$ cat src/ethernet_bus_consts.svh
`ifndef ETHERNET_BUS_CONSTS_SVH
`define ETHERNET_BUS_CONSTS_SVH

// Ethernet framing bytes as they appear on the wire, sent LSB dibit first
`define ETH_PREAMBLE_BYTE 8'h55	// Dibit pattern 01 repeated
`define ETH_SFD_BYTE 8'hd5	// Three 01 dibits then 11 closes the preamble

// Preamble bytes ahead of the start-of-frame delimiter
`define ETH_PREAMBLE_LEN 7

// Word FIFO depth in both directions, power of two
`define WORD_FIFO_DEPTH 4

// Minimum clocks between host receive words, one word of dibits at 100 Mbps
`define MIN_WORD_SPACING 16

`endif

$ cat src/ethernet_bus_pkg.sv
`default_nettype none

package ethernet_bus_pkg;

	// Frame words from the host toward the RMII side
	typedef struct packed {
		logic start;	// One pulse ahead of the first word of a frame
		logic data_valid;	// Word strobe
		logic [2:0] bytes_valid;	// 1 to 4, fewer than 4 only on the last word
		logic [31:0] data;	// Byte 0 in bits 7:0
		logic commit;	// Frame complete
		logic drop;	// Frame aborted
	} eth_rx_bus_t;

	// Frame words from the RMII side toward the host
	typedef struct packed {
		logic start;	// Pulses when the first word of a frame is buffered
		logic data_valid;	// Word strobe
		logic [2:0] bytes_valid;	// Bytes used in data, from byte 0 upward
		logic [31:0] data;	// Byte 0 in bits 7:0
		logic commit;	// Set together with the final word
	} eth_tx_bus_t;

	// Dibit decoder states
	typedef enum logic [1:0] {
		DEC_IDLE,	// Waiting for tx_en
		DEC_PREAMBLE,	// Hunting for the delimiter
		DEC_DATA	// Assembling frame bytes
	} rx_dec_state_t;

endpackage

`default_nettype wire

$ cat src/byte_lane_if.sv
`timescale 1ns/100ps
`default_nettype none

// One decoded frame byte per strobe plus frame boundary markers
interface byte_lane_if;

	logic valid;	// One-cycle byte strobe
	logic [7:0] data;	// Byte value, meaningful with valid
	logic first;	// Marks the first data byte of a frame
	logic last;	// One-cycle end of frame, with or after the final byte

	modport src (
		output valid,
		output data,
		output first,
		output last
	);

	modport dst (
		input valid,
		input data,
		input first,
		input last
	);

endinterface

`default_nettype wire

$ cat src/byte_word_packer.sv
`timescale 1ns/100ps
`default_nettype none

`include "ethernet_bus_consts.svh"

module byte_word_packer
	import ethernet_bus_pkg::*;
(
	input logic clk_50mhz,
	input logic rst_n,
	byte_lane_if.dst lane,
	input logic host_tx_ready,	// Host accepts one word per cycle while high
	output eth_tx_bus_t host_tx_bus,
	output logic host_tx_overflow	// A word was lost to a full FIFO
);

	localparam int DEPTH = `WORD_FIFO_DEPTH;
	localparam int AW = $clog2(DEPTH);
	localparam int CW = $clog2(DEPTH + 1);
	localparam logic [CW-1:0] FULL_COUNT = CW'(DEPTH);

	logic [31:0] acc_data;	// Word being assembled
	logic [2:0] acc_cnt;	// Bytes held in acc_data, 0 to 4
	logic start_pending;	// Frame opened, its first word not yet buffered
	logic roll;	// Held full word is pushed because another byte follows
	logic [31:0] base_data;
	logic [2:0] base_cnt;
	logic [31:0] next_data;
	logic [2:0] next_cnt;
	logic push;
	logic push_ok;
	logic pop;
	logic fifo_full;
	logic [35:0] push_word;	// Commit, bytes_valid and data
	logic [35:0] mem [DEPTH];
	logic [AW-1:0] wr_ptr;
	logic [AW-1:0] rd_ptr;
	logic [CW-1:0] count;
	logic out_start;
	logic out_valid;
	logic out_commit;
	logic [2:0] out_bytes;
	logic [31:0] out_data;

	// A full word waits for the next byte or for last, so commit lands on the real final word
	always_comb begin
		roll = lane.valid && !lane.first && acc_cnt == 3'd4;
		base_data = (lane.first || roll) ? 32'd0 : acc_data;
		base_cnt = (lane.first || roll) ? 3'd0 : acc_cnt;
		next_data = base_data;
		next_cnt = base_cnt;
		if (lane.valid) begin
			next_data[base_cnt[1:0]*8 +: 8] = lane.data;	// Byte offset follows arrival order
			next_cnt = base_cnt + 3'd1;
		end
		// The decoder sends last on its own, so roll and last never meet
		push = roll || (lane.last && next_cnt != 3'd0);
		push_word = roll ? {1'b0, 3'd4, acc_data} : {1'b1, next_cnt, next_data};
	end

	assign fifo_full = (count == FULL_COUNT);
	assign pop = host_tx_ready && count != '0;
	assign push_ok = push && (!fifo_full || pop);	// A pop frees the slot in the same cycle

	always_ff @(posedge clk_50mhz) begin
		acc_data <= next_data;
		if (push_ok) begin
			mem[wr_ptr] <= push_word;
		end
		if (pop) begin
			out_data <= mem[rd_ptr][31:0];
			out_bytes <= mem[rd_ptr][34:32];
		end
	end

	always_ff @(posedge clk_50mhz or negedge rst_n) begin
		if (!rst_n) begin
			acc_cnt <= 3'd0;
			start_pending <= 1'b0;
			wr_ptr <= '0;
			rd_ptr <= '0;
			count <= '0;
			out_start <= 1'b0;
			out_valid <= 1'b0;
			out_commit <= 1'b0;
			host_tx_overflow <= 1'b0;
		end else begin
			acc_cnt <= lane.last ? 3'd0 : next_cnt;
			out_start <= push_ok && (start_pending || (lane.valid && lane.first));
			if (push_ok || lane.last) begin
				start_pending <= 1'b0;
			end else if (lane.valid && lane.first) begin
				start_pending <= 1'b1;
			end
			host_tx_overflow <= push && !push_ok;	// One pulse per lost word
			out_valid <= pop;
			out_commit <= pop && mem[rd_ptr][35];
			if (push_ok) begin
				wr_ptr <= wr_ptr + AW'(1);
			end
			if (pop) begin
				rd_ptr <= rd_ptr + AW'(1);
			end
			case ({push_ok, pop})
				2'b10: count <= count + CW'(1);
				2'b01: count <= count - CW'(1);
				default: count <= count;	// Both or neither leave the level alone
			endcase
		end
	end

	assign host_tx_bus = '{start: out_start, data_valid: out_valid, bytes_valid: out_bytes,
		data: out_data, commit: out_commit};

	// A word only leaves while the pointers also show the FIFO holding something
	pack_no_empty_pop_a: assert property (@(posedge clk_50mhz) disable iff (!rst_n)
		pop |-> (rd_ptr != wr_ptr) || (count == FULL_COUNT));

	pack_bytes_range_a: assert property (@(posedge clk_50mhz) disable iff (!rst_n)
		out_valid |-> out_bytes inside {[3'd1:3'd4]});

endmodule

`default_nettype wire

$ cat src/rmii_bridge_top.sv
`timescale 1ns/100ps
`default_nettype none

module rmii_bridge_top
	import ethernet_bus_pkg::*;
(
	input logic clk_50mhz,
	input logic rst_n,
	input logic host_rx_start,	// Host to MCU frame words
	input logic host_rx_data_valid,
	input logic [2:0] host_rx_bytes_valid,
	input logic [31:0] host_rx_data,
	input logic host_rx_commit,
	input logic host_rx_drop,
	input logic host_tx_ready,	// MCU to host frame words
	output logic host_tx_start,
	output logic host_tx_data_valid,
	output logic [2:0] host_tx_bytes_valid,
	output logic [31:0] host_tx_data,
	output logic host_tx_commit,
	output logic host_tx_overflow,
	output logic rmii_refclk,	// RMII link, bridge on the PHY side
	output logic rmii_rx_en,
	output logic [1:0] rmii_rxd,
	input logic rmii_tx_en,
	input logic [1:0] rmii_txd
);

	eth_rx_bus_t host_rx_bus;
	eth_tx_bus_t host_tx_bus;

	byte_lane_if lane ();	// Decoded bytes from the MCU transmit path

	assign host_rx_bus = '{start: host_rx_start, data_valid: host_rx_data_valid,
		bytes_valid: host_rx_bytes_valid, data: host_rx_data, commit: host_rx_commit,
		drop: host_rx_drop};

	assign host_tx_start = host_tx_bus.start;
	assign host_tx_data_valid = host_tx_bus.data_valid;
	assign host_tx_bytes_valid = host_tx_bus.bytes_valid;
	assign host_tx_data = host_tx_bus.data;
	assign host_tx_commit = host_tx_bus.commit;

	// Outputs change on the rising edge, so the MAC samples mid-bit on the inverted clock
	assign rmii_refclk = ~clk_50mhz;

	rmii_frame_transmitter u_transmitter (
		.clk_50mhz(clk_50mhz),
		.rst_n(rst_n),
		.host_rx_bus(host_rx_bus),
		.rmii_rx_en(rmii_rx_en),
		.rmii_rxd(rmii_rxd)
	);

	rmii_dibit_decoder u_decoder (
		.clk_50mhz(clk_50mhz),
		.rst_n(rst_n),
		.rmii_tx_en(rmii_tx_en),
		.rmii_txd(rmii_txd),
		.lane(lane.src)
	);

	byte_word_packer u_packer (
		.clk_50mhz(clk_50mhz),
		.rst_n(rst_n),
		.lane(lane.dst),
		.host_tx_ready(host_tx_ready),
		.host_tx_bus(host_tx_bus),
		.host_tx_overflow(host_tx_overflow)
	);

endmodule

`default_nettype wire

$ cat src/rmii_dibit_decoder.sv
`timescale 1ns/100ps
`default_nettype none

`include "ethernet_bus_consts.svh"

module rmii_dibit_decoder
	import ethernet_bus_pkg::*;
(
	input logic clk_50mhz,
	input logic rst_n,
	input logic rmii_tx_en,	// Carrier from the MAC
	input logic [1:0] rmii_txd,	// Dibits from the MAC, LSB dibit first
	byte_lane_if.src lane
);

	rx_dec_state_t state;
	logic [7:0] shift_reg;	// Last four dibits, newest in bits 7:6
	logic [7:0] window;	// Shift register including this cycle's dibit
	logic [1:0] dibit_cnt;	// Dibit position within the current data byte
	logic pre_seen;	// At least one whole preamble byte went by
	logic first_pending;	// Next completed byte opens the frame

	// Incoming dibit lands on top so that four shifts give a byte in wire order
	assign window = {rmii_txd, shift_reg[7:2]};

	always_ff @(posedge clk_50mhz) begin
		shift_reg <= window;	// Runs freely, state decides what the bits mean
	end

	always_ff @(posedge clk_50mhz or negedge rst_n) begin
		if (!rst_n) begin
			state <= DEC_IDLE;
			dibit_cnt <= 2'd0;
			pre_seen <= 1'b0;
			first_pending <= 1'b0;
			lane.valid <= 1'b0;
			lane.first <= 1'b0;
			lane.last <= 1'b0;
		end else begin
			lane.valid <= 1'b0;	// Strobes default low
			lane.first <= 1'b0;
			lane.last <= 1'b0;
			case (state)
				DEC_IDLE: begin
					pre_seen <= 1'b0;
					if (rmii_tx_en) begin
						state <= DEC_PREAMBLE;	// First dibit is already in the window
					end
				end
				DEC_PREAMBLE: begin
					if (!rmii_tx_en) begin
						state <= DEC_IDLE;	// Carrier lost before a delimiter, nothing to report
					end else if (window == `ETH_PREAMBLE_BYTE) begin
						pre_seen <= 1'b1;
					end else if (pre_seen && window == `ETH_SFD_BYTE) begin
						state <= DEC_DATA;	// Byte alignment is fixed from here on
						dibit_cnt <= 2'd0;
						first_pending <= 1'b1;
					end
				end
				DEC_DATA: begin
					if (!rmii_tx_en) begin
						state <= DEC_IDLE;	// Any partial byte is simply dropped
						lane.last <= 1'b1;
					end else begin
						dibit_cnt <= dibit_cnt + 2'd1;
						if (dibit_cnt == 2'd3) begin
							lane.valid <= 1'b1;	// Byte goes out the cycle after its fourth dibit
							lane.first <= first_pending;
							first_pending <= 1'b0;
						end
					end
				end
				default: begin
					state <= DEC_IDLE;
				end
			endcase
		end
	end

	// Completed byte is captured together with its fourth dibit
	always_ff @(posedge clk_50mhz) begin
		if (state == DEC_DATA && rmii_tx_en && dibit_cnt == 2'd3) begin
			lane.data <= window;
		end
	end

	// Idle means quiet on the lane, apart from the end marker that closes a frame
	dec_idle_quiet_a: assert property (@(posedge clk_50mhz) disable iff (!rst_n)
		(state == DEC_IDLE) |-> !lane.valid && (!lane.last || $past(state) == DEC_DATA));

endmodule

`default_nettype wire

$ cat src/rmii_frame_transmitter.sv
`timescale 1ns/100ps
`default_nettype none

`include "ethernet_bus_consts.svh"

module rmii_frame_transmitter
	import ethernet_bus_pkg::*;
(
	input logic clk_50mhz,
	input logic rst_n,
	input eth_rx_bus_t host_rx_bus,
	output logic rmii_rx_en,	// Carrier toward the MAC
	output logic [1:0] rmii_rxd	// Dibits toward the MAC, LSB dibit first
);

	localparam int DEPTH = `WORD_FIFO_DEPTH;
	localparam int AW = $clog2(DEPTH);
	localparam int CW = $clog2(DEPTH + 1);
	localparam logic [CW-1:0] FULL_COUNT = CW'(DEPTH);
	localparam int PRE_DIBITS = (`ETH_PREAMBLE_LEN + 1) * 4;	// Preamble plus delimiter
	localparam int PW = $clog2(PRE_DIBITS);

	logic [34:0] mem [DEPTH];	// bytes_valid over data
	logic [AW-1:0] wr_ptr;
	logic [AW-1:0] rd_ptr;
	logic [CW-1:0] count;
	logic [34:0] head;	// Oldest buffered word
	logic push;
	logic pop;
	logic in_preamble;
	logic [PW-1:0] pre_cnt;	// Preamble dibits already sent
	logic commit_pending;	// Host has closed the frame
	logic [29:0] shift_data;	// Dibits of the current word still to go
	logic [4:0] dibits_left;	// Count of those dibits, up to 15

	// Dibit idx of the preamble, seven 55 bytes and then the delimiter
	function automatic logic [1:0] pre_dibit(input logic [PW-1:0] idx);
		logic [7:0] pre_byte;
		pre_byte = (idx < PW'(`ETH_PREAMBLE_LEN * 4)) ? `ETH_PREAMBLE_BYTE : `ETH_SFD_BYTE;
		return pre_byte[idx[1:0]*2 +: 2];
	endfunction

	assign head = mem[rd_ptr];
	assign push = host_rx_bus.data_valid && !host_rx_bus.drop;
	// Next word is fetched the cycle the previous one runs dry, so dibits go out back to back
	assign pop = rmii_rx_en && !in_preamble && dibits_left == 5'd0 && count != '0
		&& !host_rx_bus.drop;

	always_ff @(posedge clk_50mhz) begin
		if (push) begin
			mem[wr_ptr] <= {host_rx_bus.bytes_valid, host_rx_bus.data};
		end
		if (pop) begin
			shift_data <= head[31:2];	// Dibit 0 leaves right away
		end else if (dibits_left != 5'd0) begin
			shift_data <= {2'b00, shift_data[29:2]};
		end
	end

	always_ff @(posedge clk_50mhz or negedge rst_n) begin
		if (!rst_n) begin
			rmii_rx_en <= 1'b0;
			rmii_rxd <= 2'b00;
			in_preamble <= 1'b0;
			pre_cnt <= '0;
			commit_pending <= 1'b0;
			dibits_left <= 5'd0;
			wr_ptr <= '0;
			rd_ptr <= '0;
			count <= '0;
		end else if (host_rx_bus.drop) begin
			rmii_rx_en <= 1'b0;	// Abort cuts the carrier and throws away the buffered words
			rmii_rxd <= 2'b00;
			in_preamble <= 1'b0;
			commit_pending <= 1'b0;
			dibits_left <= 5'd0;
			wr_ptr <= '0;
			rd_ptr <= '0;
			count <= '0;
		end else begin
			if (host_rx_bus.commit) begin
				commit_pending <= 1'b1;
			end
			if (host_rx_bus.start && !rmii_rx_en) begin
				rmii_rx_en <= 1'b1;
				rmii_rxd <= pre_dibit('0);
				in_preamble <= 1'b1;
				pre_cnt <= PW'(1);
			end else if (in_preamble) begin
				rmii_rxd <= pre_dibit(pre_cnt);
				pre_cnt <= pre_cnt + PW'(1);
				if (pre_cnt == PW'(PRE_DIBITS - 1)) begin
					in_preamble <= 1'b0;	// Delimiter's last dibit is on the pins now
				end
			end else if (dibits_left != 5'd0) begin
				rmii_rxd <= shift_data[1:0];
				dibits_left <= dibits_left - 5'd1;
			end else if (pop) begin
				rmii_rxd <= head[1:0];
				dibits_left <= {head[34:32], 2'b00} - 5'd1;	// Four dibits per byte, one sent
			end else if (rmii_rx_en && commit_pending) begin
				rmii_rx_en <= 1'b0;	// Falls right after the final dibit
				rmii_rxd <= 2'b00;
				commit_pending <= 1'b0;
			end
			// With the host pacing held, the carrier never waits here for a late word
			if (push) begin
				wr_ptr <= wr_ptr + AW'(1);
			end
			if (pop) begin
				rd_ptr <= rd_ptr + AW'(1);
			end
			case ({push, pop})
				2'b10: count <= count + CW'(1);
				2'b01: count <= count - CW'(1);
				default: count <= count;
			endcase
		end
	end

	// Host words must be spaced out, the FIFO relies on it
	tx_word_spacing_a: assert property (@(posedge clk_50mhz) disable iff (!rst_n)
		host_rx_bus.data_valid |=> !host_rx_bus.data_valid [* `MIN_WORD_SPACING - 1]);

	tx_fifo_no_overflow_a: assert property (@(posedge clk_50mhz) disable iff (!rst_n)
		push |-> (count != FULL_COUNT) || pop);

endmodule

`default_nettype wire
$ cat config.mk
export PLATFORM = sky130hd
export DESIGN_NAME = rmii_bridge_top
export DESIGN_NICKNAME = d
export VERILOG_FILES = /design/src/ethernet_bus_pkg.sv /design/src/byte_lane_if.sv /design/src/byte_word_packer.sv /design/src/rmii_bridge_top.sv /design/src/rmii_dibit_decoder.sv /design/src/rmii_frame_transmitter.sv
export VERILOG_INCLUDE_DIRS = /design/src /design/src/src
export SDC_FILE = /design/constraint.sdc
export NUM_CORES = 1
export LEC_CHECK = 0
export ABC_AREA = 1
export ABC_CLOCK_PERIOD_IN_PS = 4000
export BUFFER_PORTS_ARGS = -buffer_cell sky130_fd_sc_hd__buf_2
export CAP_MARGIN = 20
export CORE_MARGIN = 3
export CORE_UTILIZATION = 40
export DETAILED_ROUTE_END_ITERATION = 8
export GPL_ROUTABILITY_DRIVEN = 1
export PLACE_DENSITY_LB_ADDON = 0.1
export RECOVER_POWER = 25
export SKIP_CTS_REPAIR_TIMING = 1
export SLEW_MARGIN = 15
export SYNTH_ARGS = -nofsm -noshare
export SYNTH_HDL_FRONTEND = slang
export SYNTH_SLANG_ARGS = --single-unit
export TNS_END_PERCENT = 100
$ cat constraint.sdc
create_clock -name clk_50mhz -period 4 [get_ports clk_50mhz]
set_input_delay 0.6 -clock clk_50mhz [delete_from_list [all_inputs] [get_ports clk_50mhz]]
set_output_delay 0.6 -clock clk_50mhz [all_outputs]
set_load 0.005 [all_outputs]
==> results.ini <==
[timing]
rsz0062_at_grt = no
skew_ps = 19.16
post-route-min-period_ps = 3357
slew_violations = 86
whs_ps = 213.0
timing.final.hold_violations = 0
setup_tns_ps = 0
final-setup-viol-count = 0
period_share = 0.8393
fmax_mhz = 297.9
tightest_slew_ps = 2679
max_slew_margin = -0.7860

[cells_and_area]
largest-register = u_packer.mem
mostFrequentLayoutCells = edfxtp_1 (357), nor2_1 (263), o21ai_0 (148)
drive_above_1_share = 0.1193
finalNonFillerCells = 2078
final_common_cell = edfxtp_1
nets = 1531
largest_reg_flops = 144
diodes = 0
finalInstanceArea_sq_mm = 0.01985
syn_to_final_growth_pct = 14.91
top_regs = u_packer.mem (144), u_transmitter.mem (140)

[setup_path]
critPathTopFamily = adder cells
worstPathArrival_ps = 3810
endpoint_kind = register
path_cells = inv_2 > nand2_4 > ha_1 > inv_2 > o21ai_0 > nor2_1 > nand3_1 > nand2_1 > nand2_2 > nand2_2 > ha_1 > inv_1 > fa_1 > a21oi_1 > o21ai_0 > xor2_1
slowest_stage = dfrtp_1
crit_path_start = u_decoder.lane.first
startpoint_type = register
worstSetupPathType = reg2reg
cp_data_required_time_ps = 4450
rr_worst_depth = 16
path_buf_inv = 3
critPathMaxStageDelay_ps = 400
worst-path-stages = 16
crit_fanout = 21
r2r_start = u_decoder.lane.first

[floorplan]
core_area_sq_mm = 0.04232
die-area_sq_mm = 0.04572
initial_utilization = 0.4082
ios = 88
die-width_microns = 213.8
rows = 75
die_y_microns = 213.8

[pwr]
power_density_mw_per_mm2 = 606.3
ir_drop_mv = 0.3678
cellLeakagePower_nw = 7.268

[job]
timing.max_cap.violations = 2

[placed_design]
port_buffers = 87
gp_congestion = 0.7937
placed_cells = 1991
place_area_sq_mm = 0.01838
dp_hpwl_microns = 21450

[yosys]
ys_ff_latch = 441
yosysSeqAreaShare = 0.7311
synth_mux_area_frac = 0.0005793
synth_cell_type_count = 45
synth_top_family_by_area = simple AND/OR/NAND/NOR gates
synthXorXnorAreaFrac = 0.004055
synth_flop_cell = edfxtp_1
yosys_warnings = 0
async_flop_share = 0.1043
syn_area_sq_mm = 0.01728
synth_area_per_cell_sq_um = 12.63
synth-compound-area-share = 0.1012
yosys.area_share.simple = 0.1099
synth_edf_count = 357
synth-adder-area-share = 0.01680
synth_nets = 1435
netlist_instances = 1368

[grt]
antenna_found_initial = 5
grt_pass1_wl_microns = 57580
grt_start_max_net_pins = 74
grt_pass1_vias = 10228
grt.overflow.total = 0
track_usage = 0.1624

[clocking]
worstSkewPairLatency_ps = 580
cts_inserted_buffers = 48
cts_tree = yes
clk_pin_slew_ps = 60
clockBufferDepth = 3
htree_num_levels = 2
cts_root_buffer = clkbuf_16

[min_path]
min_delay_path_depth = 2
min_from = rmii_tx_en
hold_path.class = in2reg

[route]
vias_per_cell = 4.974
drc = 0
dr.pass1.iters = 6
vias = 10335
drt_iter0_drc = 546
final_antenna_net_count = 0
wl_microns = 36190
wl_per_cell_microns = 17.42

[run_status]
violations = capacitance limit, slew limit
outcome = complete, but fails checks

==> layout make-up <==
type | instances | area, sq um
Clock buffer | 65 | 1316
Inverter | 76 | 292.8
Fill cell | 3865 | 22470
Tap cell | 577 | 721.9
Clock inverter | 24 | 231.5
Multi-Input combinational cell | 784 | 4081
Sequential cell | 441 | 12630
Timing Repair Buffer | 111 | 575.6
==> routing by layer <==
metal  up-vias  wire, microns  global-route usage
met5         -             75                   0
met4        10            821             0.05082
met3        66           1543             0.03453
met2       153          18300              0.2861
met1      5021          15450              0.2013
li1       5085              -                   -
==> worst register-to-register path: cells and delay by family, from the launching register on <==
family	cells	cell delay, ps
compound gates	3	440
fa+ha+maj	3	960
buf+inv	3	480
xor+xnor	1	150
simple gates	6	830
flops	1	400
==> power breakdown <==
part	switching [mW]	internal, mW
Sequential	0.164	5.59
Clock	1.77	2.56
Combinational	1.30	0.655
Total	3.23	8.81
==> cells in the mapped netlist (2+ instances only) <==
master	number	area share
xnor2_1	2	0.0010
o41ai_1	12	0.0061
dfrtp_1	46	0.067
buf_2	16	0.0046
a32o_1	3	0.0017
clkbuf_1	33	0.0072
o21bai_1	8	0.0035
a21oi_1	20	0.0058
xor2_1	6	0.0030
nand3_1	53	0.015
a211oi_1	2	0.00087
ha_1	20	0.014
buf_1	8	0.0017
nand2_2	5	0.0018
nor2_8	2	0.0023
buf_4	2	0.00087
edfxtp_1	357	0.62
dfxtp_1	38	0.044
nand4_1	2	0.00072
a31oi_1	38	0.014
fa_1	2	0.0023
nor3_1	2	0.00058
nand2_4	2	0.0013
clkinv_1	2	0.00043
inv_2	9	0.0020
a21o_1	8	0.0035
nor2_1	270	0.059
o22ai_1	49	0.018
nand2_1	112	0.024
o41ai_2	4	0.0038
o21ai_1	4	0.0012
inv_1	64	0.014
buf_6	6	0.0039
o21ai_0	148	0.043
nand3_2	3	0.0017
==> worst paths after layout <==
| kind | endpoint | slack [ps] |
|---|---|---|
| setup / recovery | u_packer.count[2] | 640 |
| hold / removal | u_decoder.lane.last | 210 |
| setup reg to reg | u_packer.count[2] | 640 |
| hold reg to reg | u_decoder.shift_reg[5] | 370 |
| max in group asynchronous | u_transmitter.rd_ptr[0] | 1290 |
| min in group asynchronous | u_packer.out_commit | 950 |
==> cell families after synthesis <==
family | Yosys count
and+or+nand+nor | 456
DFF | 441
AOI/OAI and AO/OA | 297
buffers and inverters | 143
adders and majority gates | 22
xor gates and xnor gates | 8
muxes | 1
==> per-stage QoR <==
step	util	setup WS [ps]	power [mW]
after floorplan	-	186.3	7.123
after global placement	0.4342	666.7	7.855
after detailed placement	0.4342	656.0	7.881
after CTS	0.4706	642.5	12.24
after global routing	0.4691	290.9	12.72
final	0.4691	642.7	12.04
Note: power is estimated with default switching activity, not from simulation.
